$ cat config.mk
export PLATFORM = sky130hd
export DESIGN_NAME = line_mem_arbiter
export DESIGN_NICKNAME = d
export VERILOG_FILES = /design/src/hdl/line_arb_pkg.sv /design/src/hdl/beat_counter.sv /design/src/hdl/arb_fsm.sv /design/src/hdl/write_burst_serializer.sv /design/src/hdl/read_line_assembler.sv /design/src/hdl/pending_table.sv /design/src/hdl/line_mem_arbiter.sv
export VERILOG_INCLUDE_DIRS = /design/src /design/src/include
export SDC_FILE = /design/constraint.sdc
export NUM_CORES = 1
export LEC_CHECK = 0
export ABC_AREA = 1
export BUFFER_PORTS_ARGS = -buffer_cell sky130_fd_sc_hd__buf_2
export CAP_MARGIN = 5
export CORE_AREA = 8 8 395 397
export CTS_BUF_LIST = sky130_fd_sc_hd__clkbuf_8
export DETAILED_ROUTE_END_ITERATION = 12
export DIE_AREA = 0 0 403 405
export HOLD_SLACK_MARGIN = 0.08
export PLACE_DENSITY = 0.46
export SYNTH_ARGS = -nofsm -noshare
export SYNTH_HDL_FRONTEND = slang
export SYNTH_SLANG_ARGS = --single-unit
$ cat constraint.sdc
create_clock -name clk -period 9.28 [get_ports clk]
set_input_delay 1.392 -clock clk [delete_from_list [all_inputs] [get_ports clk]]
set_output_delay 1.392 -clock clk [all_outputs]
set_load 0.005 [all_outputs]
$ cat src/include/line_arb_macros.svh
`ifndef LINE_ARB_MACROS_SVH
`define LINE_ARB_MACROS_SVH

// One cache line as moved between a requester and the arbiter
`define LINE_BITS 256

// One memory bus beat
`define BEAT_BITS 64

// Beats in one burst, so LINE_BITS / BEAT_BITS
`define BEATS_PER_LINE 4

// Outstanding read lines the arbiter can track
`define PEND_DEPTH 4

`endif

$ cat src/hdl/line_arb_pkg.sv
`include "line_arb_macros.svh"

package line_arb_pkg;

    typedef logic [31:0] line_addr_t;
    typedef logic [`LINE_BITS-1:0] line_data_t;
    typedef logic [`BEAT_BITS-1:0] beat_data_t;
    typedef logic [$clog2(`BEATS_PER_LINE)-1:0] beat_idx_t;

    // Owner of a request
    typedef logic src_t;
    localparam src_t SRC_INST = 1'b0;
    localparam src_t SRC_DATA = 1'b1;

    typedef struct packed {
        line_addr_t addr;
        logic       write;
        line_data_t wdata;
    } line_req_t;

    typedef struct packed {
        line_addr_t addr;
        logic       write;
        beat_data_t wdata;
    } mem_cmd_t;

    // Returned beat, tagged with the line it belongs to
    typedef struct packed {
        line_addr_t addr;
        beat_data_t data;
    } mem_beat_t;

    typedef enum logic [1:0] {
        IDLE,
        READ_CMD,
        WRITE_BURST
    } arb_state_t;

endpackage

$ cat src/hdl/beat_counter.sv
`timescale 1ns/1ps

`include "line_arb_macros.svh"

module beat_counter (
    input  logic                    clk,
    input  logic                    rst,
    input  logic                    adv,
    output line_arb_pkg::beat_idx_t count,
    output logic                    last
);
    import line_arb_pkg::*;

    localparam beat_idx_t LAST_IDX = beat_idx_t'(`BEATS_PER_LINE - 1);

    assign last = (count == LAST_IDX);

    always_ff @(posedge clk) begin
        if (rst) begin
            count <= '0;
        end else if (adv) begin
            // Wrap after the final beat so the next burst starts at zero
            if (last) begin
                count <= '0;
            end else begin
                count <= count + 1'b1;
            end
        end
    end

endmodule

$ cat src/hdl/arb_fsm.sv
`timescale 1ns/1ps

module arb_fsm (
    input  logic               clk,
    input  logic               rst,
    input  logic               ireq_valid,
    input  logic               dreq_valid,
    input  logic               dreq_write,
    input  logic               table_full,
    input  logic               mem_cmd_ready,
    input  logic               last_beat,
    output logic               ireq_ready,
    output logic               dreq_ready,
    output logic               mem_cmd_valid,
    output logic               cmd_is_write,
    output line_arb_pkg::src_t cmd_src,
    output logic               alloc,
    output logic               load_wr,
    output logic               beat_adv,
    output logic               wr_done
);
    import line_arb_pkg::*;

    arb_state_t state;
    arb_state_t state_next;
    src_t       owner_q;
    src_t       grant_src;
    logic       grant_d;
    logic       grant_i;
    logic       accept;

    // Data side first; a writeback needs no table slot
    assign grant_d = dreq_valid && (dreq_write || !table_full);
    assign grant_i = !grant_d && ireq_valid && !table_full;
    assign grant_src = grant_d ? SRC_DATA : SRC_INST;

    assign dreq_ready = (state == IDLE) && grant_d;
    assign ireq_ready = (state == IDLE) && grant_i;
    assign accept = dreq_ready || ireq_ready;

    assign load_wr = dreq_ready && dreq_write;
    assign alloc = accept && !load_wr;

    assign mem_cmd_valid = (state != IDLE);
    assign cmd_is_write = (state == WRITE_BURST);
    assign beat_adv = cmd_is_write && mem_cmd_ready;

    // Live grant while idle, latched owner while a command is out
    assign cmd_src = (state == IDLE) ? grant_src : owner_q;

    always_comb begin
        state_next = state;
        case (state)
            IDLE: begin
                if (load_wr) begin
                    state_next = WRITE_BURST;
                end else if (accept) begin
                    state_next = READ_CMD;
                end
            end
            READ_CMD: begin
                if (mem_cmd_ready) begin
                    state_next = IDLE;
                end
            end
            WRITE_BURST: begin
                if (mem_cmd_ready && last_beat) begin
                    state_next = IDLE;
                end
            end
            default: state_next = IDLE;
        endcase
    end

    always_ff @(posedge clk) begin
        if (rst) begin
            state   <= IDLE;
            owner_q <= SRC_INST;
            wr_done <= 1'b0;
        end else begin
            state   <= state_next;
            wr_done <= beat_adv && last_beat;
            if (accept) begin
                owner_q <= grant_src;
            end
        end
    end

endmodule

$ cat src/hdl/write_burst_serializer.sv
`timescale 1ns/1ps

`include "line_arb_macros.svh"

module write_burst_serializer (
    input  logic                     clk,
    input  logic                     rst,
    input  logic                     load,
    input  line_arb_pkg::line_data_t wr_line,
    input  line_arb_pkg::line_addr_t wr_addr,
    input  logic                     beat_adv,
    output line_arb_pkg::beat_data_t beat,
    output line_arb_pkg::line_addr_t addr,
    output logic                     last_beat
);
    import line_arb_pkg::*;

    line_data_t line_q;
    line_addr_t addr_q;
    beat_idx_t  beat_idx;
    logic       cnt_last;

    beat_counter u_beat_cnt (
        .clk   (clk),
        .rst   (rst),
        .adv   (beat_adv),
        .count (beat_idx),
        .last  (cnt_last)
    );

    // Line and address held for the whole burst
    always_ff @(posedge clk) begin
        if (load) begin
            line_q <= wr_line;
            addr_q <= wr_addr;
        end
    end

    // Lowest beat goes out first
    assign beat = line_q[beat_idx * `BEAT_BITS +: `BEAT_BITS];
    assign addr = addr_q;
    assign last_beat = cnt_last;

endmodule

$ cat src/hdl/read_line_assembler.sv
`timescale 1ns/1ps

`include "line_arb_macros.svh"

module read_line_assembler (
    input  logic                     clk,
    input  logic                     rst,
    input  logic                     rvalid,
    input  line_arb_pkg::mem_beat_t  rbeat,
    output logic                     line_valid,
    output line_arb_pkg::line_data_t line,
    output line_arb_pkg::line_addr_t line_addr
);
    import line_arb_pkg::*;

    // Only the first beats need a buffer, the last one goes straight into the line
    beat_data_t beat_buf [`BEATS_PER_LINE-1];
    beat_idx_t  beat_idx;
    logic       last;
    line_data_t full_line;

    beat_counter u_beat_cnt (
        .clk   (clk),
        .rst   (rst),
        .adv   (rvalid),
        .count (beat_idx),
        .last  (last)
    );

    always_comb begin
        full_line = '0;
        for (int i = 0; i < `BEATS_PER_LINE - 1; i++) begin
            full_line[i*`BEAT_BITS +: `BEAT_BITS] = beat_buf[i];
        end
        full_line[(`BEATS_PER_LINE-1)*`BEAT_BITS +: `BEAT_BITS] = rbeat.data;
    end

    always_ff @(posedge clk) begin
        if (rvalid && !last) begin
            beat_buf[beat_idx] <= rbeat.data;
        end
        if (rvalid && last) begin
            line      <= full_line;
            line_addr <= rbeat.addr;
        end
    end

    always_ff @(posedge clk) begin
        if (rst) begin
            line_valid <= 1'b0;
        end else begin
            line_valid <= rvalid && last;
        end
    end

endmodule

$ cat src/hdl/pending_table.sv
`timescale 1ns/1ps

`include "line_arb_macros.svh"

module pending_table (
    input  logic                     clk,
    input  logic                     rst,
    input  logic                     alloc,
    input  line_arb_pkg::line_addr_t alloc_addr,
    input  line_arb_pkg::src_t       alloc_src,
    input  logic                     line_valid,
    input  line_arb_pkg::line_addr_t line_addr,
    input  line_arb_pkg::line_data_t line,
    output logic                     full,
    output logic                     iresp_valid,
    output line_arb_pkg::line_data_t iresp_line,
    output logic                     dresp_rd_valid,
    output line_arb_pkg::line_data_t dresp_line
);
    import line_arb_pkg::*;

    localparam int IDX_W = $clog2(`PEND_DEPTH);

    logic       ent_valid [`PEND_DEPTH];
    line_addr_t ent_addr  [`PEND_DEPTH];
    src_t       ent_src   [`PEND_DEPTH];

    logic             free_found;
    logic [IDX_W-1:0] free_idx;
    logic             hit;
    logic [IDX_W-1:0] hit_idx;

    always_comb begin
        free_found = 1'b0;
        free_idx   = '0;
        hit        = 1'b0;
        hit_idx    = '0;
        full       = 1'b1;
        // Scan from the top down so the lowest free slot wins
        for (int i = `PEND_DEPTH - 1; i >= 0; i--) begin
            if (!ent_valid[i]) begin
                free_found = 1'b1;
                free_idx   = IDX_W'(i);
                full       = 1'b0;
            end
            if (ent_valid[i] && ent_addr[i] == line_addr) begin
                hit     = 1'b1;
                hit_idx = IDX_W'(i);
            end
        end
    end

    // A finished line goes only to the requester that asked for it
    assign iresp_valid    = line_valid && hit && (ent_src[hit_idx] == SRC_INST);
    assign dresp_rd_valid = line_valid && hit && (ent_src[hit_idx] == SRC_DATA);
    assign iresp_line     = line;
    assign dresp_line     = line;

    always_ff @(posedge clk) begin
        if (rst) begin
            for (int i = 0; i < `PEND_DEPTH; i++) begin
                ent_valid[i] <= 1'b0;
            end
        end else begin
            if (line_valid && hit) begin
                ent_valid[hit_idx] <= 1'b0;
            end
            if (alloc && free_found) begin
                ent_valid[free_idx] <= 1'b1;
            end
        end
    end

    always_ff @(posedge clk) begin
        if (alloc && free_found) begin
            ent_addr[free_idx] <= alloc_addr;
            ent_src[free_idx]  <= alloc_src;
        end
    end

endmodule

$ cat src/hdl/line_mem_arbiter.sv
`timescale 1ns/1ps

module line_mem_arbiter (
    input  logic                     clk,
    input  logic                     rst,

    // Instruction side, reads only
    input  logic                     ireq_valid,
    output logic                     ireq_ready,
    input  line_arb_pkg::line_addr_t ireq_addr,
    output logic                     iresp_valid,
    output line_arb_pkg::line_data_t iresp_line,

    // Data side, reads and writebacks
    input  logic                     dreq_valid,
    output logic                     dreq_ready,
    input  line_arb_pkg::line_req_t  dreq,
    output logic                     dresp_valid,
    output line_arb_pkg::line_data_t dresp_line,

    // Banked memory
    output logic                     mem_cmd_valid,
    input  logic                     mem_cmd_ready,
    output line_arb_pkg::mem_cmd_t   mem_cmd,
    input  logic                     mem_rvalid,
    input  line_arb_pkg::mem_beat_t  mem_rbeat
);
    import line_arb_pkg::*;

    logic       table_full;
    logic       last_beat;
    logic       cmd_is_write;
    src_t       cmd_src;
    logic       alloc;
    logic       load_wr;
    logic       beat_adv;
    logic       wr_done;
    line_addr_t grant_addr;
    beat_data_t ser_beat;
    line_addr_t ser_addr;
    logic       line_valid;
    line_data_t asm_line;
    line_addr_t asm_addr;
    logic       dresp_rd_valid;

    arb_fsm u_fsm (
        .clk           (clk),
        .rst           (rst),
        .ireq_valid    (ireq_valid),
        .dreq_valid    (dreq_valid),
        .dreq_write    (dreq.write),
        .table_full    (table_full),
        .mem_cmd_ready (mem_cmd_ready),
        .last_beat     (last_beat),
        .ireq_ready    (ireq_ready),
        .dreq_ready    (dreq_ready),
        .mem_cmd_valid (mem_cmd_valid),
        .cmd_is_write  (cmd_is_write),
        .cmd_src       (cmd_src),
        .alloc         (alloc),
        .load_wr       (load_wr),
        .beat_adv      (beat_adv),
        .wr_done       (wr_done)
    );

    assign grant_addr = (cmd_src == SRC_DATA) ? dreq.addr : ireq_addr;

    // Also latches the address of a read so the command survives the requester moving on
    write_burst_serializer u_wr_ser (
        .clk       (clk),
        .rst       (rst),
        .load      (load_wr || alloc),
        .wr_line   (dreq.wdata),
        .wr_addr   (grant_addr),
        .beat_adv  (beat_adv),
        .beat      (ser_beat),
        .addr      (ser_addr),
        .last_beat (last_beat)
    );

    read_line_assembler u_rd_asm (
        .clk        (clk),
        .rst        (rst),
        .rvalid     (mem_rvalid),
        .rbeat      (mem_rbeat),
        .line_valid (line_valid),
        .line       (asm_line),
        .line_addr  (asm_addr)
    );

    pending_table u_pend (
        .clk            (clk),
        .rst            (rst),
        .alloc          (alloc),
        .alloc_addr     (grant_addr),
        .alloc_src      (cmd_src),
        .line_valid     (line_valid),
        .line_addr      (asm_addr),
        .line           (asm_line),
        .full           (table_full),
        .iresp_valid    (iresp_valid),
        .iresp_line     (iresp_line),
        .dresp_rd_valid (dresp_rd_valid),
        .dresp_line     (dresp_line)
    );

    assign mem_cmd.addr  = ser_addr;
    assign mem_cmd.write = cmd_is_write;
    assign mem_cmd.wdata = ser_beat;

    // Write completion and read data share the data response
    assign dresp_valid = wr_done || dresp_rd_valid;

endmodule

==> flow_metrics.tcl, run 1 <==
set metrics [dict create \
    status "complete, no violations" \
    ir_drop_mv 0.114 \
    synth_enable_flop_cells 900 \
    tritoncts "done" \
    drc_errors 0 \
    wl_per_cell_um 25.6 \
    pre_cts_ws_ns 5.12 \
    yosys_warnings 0 \
    synth_ff_type "edfxtp_1" \
    slowest_stage "edfxtp_1" \
    synthXorXnorAreaFrac 0.00879 \
    clkPwrFrac 0.390 \
    arrival_ns 3.53 \
    clockRootBuffer "clkbuf_8" \
    die-area_um2 163000 \
    hold_path_class "reg2reg" \
    portBuffers 1036 \
    path_clk_slew_ns 0.07 \
    clkLatencyLatePin_ns 0.85 \
    io-pin-count 1037 \
    drt_pre_antenna_iters 7 \
    hpwl_um 106000 \
    swShare 0.246 \
    syn_to_final_growth_pct 25.2 \
    initial_utilization 0.234 \
    switchingPower_uw 2260 \
    grtUsageTotal 0.158 \
    synthesis.area_um2 34900 \
    ys_seq_area_frac 0.783 \
    via_per_inst 4.23 \
    cts.repair.resized 0 \
    clock_sinks 913 \
    routed-via-count 22600 \
    cp_cell_sequence "xnor2_1 > nand2_1 > nor2_1 > nand2_1 > nor2_1 > nand3_2 > nand2_2 > inv_2 > o21ai_1 > nand3_2 > nand3_1 > nand2_1 > buf_2" \
    crit_top_cell "nand2_1" \
    start_kind "flip-flop" \
    synth_area_per_cell_um2 14.8 \
    min_period_ns 4.92 \
    slew_headroom 0.254 \
    period_share 0.531 \
    path_max_fanout 6 \
    finalClockSkew_ns 0.0420 \
    hold_start "u_rd_asm.beat_buf[2][17]" \
    path_buf_inv 2 \
    worstMarginPinSlew_ns 1.12 \
    critical_path_required_ns 7.89 \
    synth_top_family_by_area "simple AND/OR/NAND/NOR gates" \
    final_common_cell "buf_2" \
    critPathKind "reg2out" \
    seqPwrFrac 0.538 \
    clockBufferDepth 3 \
    setup_viol 0 \
    num_rows 142 \
    drt-total-wl_um 137000 \
    critical_path.max_stage_delay_ns 0.53 \
    netlist_instances 2362 \
    intPower_uw 6920 \
    r2r-end "u_pend.ent_addr[3][10]" \
    maxCapViolations 0 \
    die_x_um 403 \
    grt_pass1_wl_um 183000 \
    coreArea_um2 149000 \
    rsz0062_at_grt "no" \
    hold_depth 0 \
    max_freq_ghz 0.203 \
    grt_overflow 0 \
    numCtsBuffers 161 \
    synthAdderAreaFrac 0.00179 \
    drive_above_1_share 0.393 \
    r2r-start "u_pend.ent_valid[0]" \
    crit_family "simple AND/OR/NAND/NOR gates" \
    post_cts_buffers 0 \
    synth_cell_types 44 \
    worstHoldEndpoint "dresp_line[145]" \
    gp_congestion 0.938 \
    grt_pass1_vias 23500 \
    dieHeight_um 405 \
    drt_iter0_markers 2224 \
    async_flop_share 0 \
    antenna_found_initial 66 \
    ctsHoldBuffers 0 \
    leakage_uw 0.0172 \
    finish.utilization 0.292 \
    most-common-layout-cells "buf_2, edfxtp_1, nand2_1" \
    htreeDepth 4 \
    grt_start_max_net_pins 162 \
    combPwrFrac 0.072 \
    layout.nets 3700 \
    synthSimpleGateAreaFrac 0.0819 \
    synth_nets 2790 \
    finalSetupTns_ns 0 \
    synth_seq_cells 913 \
    endpoint_kind "primary output" \
    synth_compound_area_frac 0.0369 \
    antenna_left 0 \
    drv_slew 0 \
    r2r_cells 11 \
    synth_mux_area_frac 0.0104 \
    finalWorstSetupSlack_ns 4.36 \
    powerDensity_nw_per_um2 210 \
    finalHoldViolations 0 \
    reg2reg_slack_ns 5.89 \
]
[sequential cells by signal (all words and copies together) (netlist names), 4 cells and up]
register	cells
u_pend.ent_valid	4
dresp_line	192
u_pend.ent_addr	128
u_wr_ser.line_q	256
u_rd_asm.line_addr	32
u_rd_asm.line	64
u_rd_asm.beat_buf	192
u_pend.ent_src	4
u_wr_ser.addr	32
[logic make-up after synthesis]
| kind of cell | count (synthesis) |
|---|---|
| DFF | 913 |
| and+or+nand+nor | 686 |
| buffers and inverters | 456 |
| AOI/OAI and AO/OA | 235 |
| xor gates and xnor gates | 35 |
| muxes | 32 |
| adders and majority gates | 5 |
[worst max-delay path by stage]
stage,from,end,slack (ns),depth (start not counted)
3_3_place_gp,ireq_valid,u_pend.ent_addr[3][4],5.12,8
6_report,u_rd_asm.line_addr[8],dresp_valid,4.36,13
5_1_grt,u_rd_asm.line_addr[8],dresp_valid,4.12,13
4_1_cts,u_rd_asm.line_addr[8],dresp_valid,4.28,13
2_1_floorplan,ireq_valid,u_wr_ser.addr[0],1.21,4
3_5_place_dp,ireq_valid,u_pend.ent_addr[3][4],5.12,8
[worst register-to-register path: stages, from the launching register on]
cell and delay, ns:
dfxtp_1 0.57, nand2_1 0.15, nor3_2 0.28, inv_1 0.07
o21ai_1 0.12, nor2_1 0.09, nand2_1 0.09, inv_1 0.07
nor2_1 0.37, nand4_1 0.19, inv_1 0.67, buf_4 0.39
[final cells by class]
cell class | count | area [µm²]
Antenna cell | 23 | 57.6
Clock buffer | 162 | 2230
Clock inverter | 117 | 803
Fill cell | 15300 | 106000
Inverter | 150 | 581
Multi-Input combinational cell | 993 | 4910
Sequential cell | 913 | 27300
Tap cell | 1944 | 2430
Timing Repair Buffer | 1053 | 5340
[per-stage QoR]
stage                     std cells  total power [µW]  hold WS [ns]  cell area, µm²
after floorplan                2362              5310         0.400           34900
after global placement         5053              5700         0.400           40600
after detailed placement       5053              5700         0.405           40600
after CTS                      5332              9340         0.379           43600
after global routing           5345              9560         0.406           43600
final                          5355              9180         0.394           43600
[synthesized netlist by cell type, drive strengths merged, types with 2 or more instances]
cell type    n  area share
edfxtp     900        0.78
nand2      325       0.035
buf        263       0.057
nor2       249       0.027
inv        149       0.016
o21ai      149       0.021
o22ai       65       0.012
clkbuf      43      0.0046
nand4       35      0.0063
mux2        32       0.010
nand3       29      0.0045
xnor2       19      0.0048
or2         16      0.0029
xor2        16      0.0040
nor3        15      0.0024
dfxtp       13      0.0075
a21oi       12      0.0017
nand3b       7      0.0015
ha           5      0.0018
nor3b        5      0.0011
a211oi       3     0.00065
a21boi       2     0.00054
o211ai       2     0.00043
[per-layer routing]
metal,routed length [µm],vias up,track usage
met5,161,-,0
met4,3970,26,0.0536
met3,13400,245,0.0592
met2,63400,1217,0.248
met1,56100,11100,0.202
li1,-,10000,-
[power by group through the flow]
stage / combinational, µW / clock [µW] / sequential, µW
after floorplan: 289 / 0 / 5020
after global placement: 680 / 0 / 5020
after detailed placement: 680 / 0 / 5020
after CTS: 683 / 3720 / 4940
after global routing: 724 / 3890 / 4950
final: 658 / 3580 / 4940
No activity file was read; power rests on OpenSTA's default activity.
==> inputs of run 2 (changes only) <==
- PLACE_DENSITY: 0.46 -> 0.48
- clock period: 9.28 -> 4.5 ns (I/O delays scaled with it)
==> flow_metrics.tcl, run 2 (same netlist as run 1, synthesis figures left out) <==
set metrics [dict create \
    num_rows 142 \
    hpwl_um 105000 \
    finalClockSkew_ns 0.0614 \
    fin_total_pwr_uw 19300 \
    critPathKind "reg2out" \
    grt_pass1_wl_um 190000 \
    grt_overflow 0 \
    swShare 0.252 \
    tritoncts "done" \
    maxCapViolations 0 \
    antenna_left 0 \
    finish.utilization 0.317 \
    grtUsageTotal 0.162 \
    coreArea_um2 149000 \
    clkLatencyLatePin_ns 0.85 \
    regMostFlops "u_wr_ser.line_q" \
    grt_pass1_vias 25100 \
    combPwrFrac 0.087 \
    finalSetupTns_ns 0 \
    drt_pre_antenna_iters 5 \
    wl_met2_um 65800 \
    dieHeight_um 405 \
    start_kind "flip-flop" \
    drv_slew 0 \
    final_common_cell "buf_2" \
    clock_sinks 913 \
    path_clk_slew_ns 0.06 \
    gp_congestion 0.948 \
    syn_to_final_growth_pct 35.9 \
    die-area_um2 163000 \
    wl_per_cell_um 24.5 \
    slew_headroom 0.254 \
    slowest_stage "edfxtp_1" \
    stdcell_area_um2 47400 \
    clockRootBuffer "clkbuf_8" \
    finalHoldViolations 0 \
    cp_cell_sequence "inv_2 > nand2_1 > nand2_1 > nor2_1 > nand2_1 > nor2_2 > nand2_1 > nor2_2 > nand2_2 > nand2_2 > inv_2 > o21ai_1 > nand3_2 > a21boi_2 > buf_2" \
    setup_viol 0 \
    endpoint_kind "primary output" \
    arrival_ns 3.46 \
    critical_path.max_stage_delay_ns 0.46 \
    antenna_found_initial 30 \
    min_period_ns 4.14 \
    ctsHoldBuffers 354 \
    drt-total-wl_um 140000 \
    routed-via-count 24200 \
    io-pin-count 1037 \
    critical_path_required_ns 3.83 \
    intPower_uw 14400 \
    most-common-layout-cells "buf_2, edfxtp_1, dlygate4sd3_1" \
    period_share 0.920 \
    multi_input_area_um2 4960 \
    clockBufferDepth 3 \
    layout.nets 4058 \
    die_x_um 403 \
    dr.max_layer_used "met5" \
    via_per_inst 4.23 \
    cts.repair.resized 0 \
    initial_utilization 0.234 \
    wl_met1_um 57200 \
    grt_start_max_net_pins 158 \
    whs_ns 0.216 \
    crit_top_cell "nand2_1" \
    fillerInstances 14900 \
    drive_above_1_share 0.359 \
    drc_errors 0 \
    status "complete, no violations" \
    htreeDepth 4 \
    largest_register_ffs 256 \
    seqPwrFrac 0.526 \
    seq_area_um2 27300 \
    leakage_uw 0.0187 \
    worstMarginPinSlew_ns 1.12 \
    ir_drop_mv 0.226 \
    max_freq_ghz 0.242 \
    switchingPower_uw 4870 \
    post_cts_buffers 0 \
    drt_iter0_markers 2164 \
    rsz0062_at_grt "no" \
    powerDensity_nw_per_um2 407 \
    hold_path_class "in2reg" \
    wl_met3_um 12900 \
    numCtsBuffers 159 \
    path_max_fanout 4 \
    post_dp_cell_area_um2 40700 \
    portBuffers 1036 \
    clkPwrFrac 0.387 \
]
-- run 2: metal layers --
metal | global-route usage | up-vias
met1 | 0.206 | 11900
met5 | 0 | -
met3 | 0.0573 | 220
li1 | - | 10700
met2 | 0.260 | 1300
met4 | 0.0505 | 6
-- run 2: path summary, 6_finish.rpt --
kind | start | to | slack (ns) | cells after the start
max | u_rd_asm.line_addr[12] | iresp_valid | 0.36 | 15
max reg2reg | u_pend.ent_valid[1] | u_pend.ent_addr[3][30] | 1.18 | 11
min | mem_rbeat[19] | u_rd_asm.beat_buf[0][19] | 0.22 | 1
min reg2reg | u_rd_asm.beat_buf[1][27] | dresp_line[91] | 0.39 | 0
-- run 2: critical path, delay by kind of cell (launching register included) --
family | cells | cell delay [ns]
AOI/OAI and AO/OA | 2 | 0.42
buffers and inverters | 3 | 0.32
DFF | 1 | 0.46
and+or+nand+nor | 10 | 1.44
-- run 2: power by group through the flow --
stage	Sequential (µW)	Clock (µW)	Combinational (µW)
final	10200	7460	1680
after global placement	10300	0	1450
after CTS	10200	7730	1720
after global routing	10200	8070	1820
after floorplan	10300	0	601
after detailed placement	10300	0	1450
-- run 2: per-stage QoR --
stage / setup WS [ns] / std cells
2_1_floorplan: -1.22 / 2362
3_3_place_gp: 1.17 / 5059
3_5_place_dp: 1.15 / 5059
4_1_cts: 0.251 / 5697
5_1_grt: 0.105 / 5704
6_report: 0.362 / 5712
-- run 2: area by class of cell --
class | count | share of cell area
antenna | 15 | 0.000792
sequential | 913 | 0.576
tap | 1944 | 0.0513
multi-input combinational | 993 | 0.105
clock buffer | 160 | 0.0465
timing repair buffer | 1413 | 0.190
inverter | 150 | 0.0121
clock inverter | 124 | 0.0183
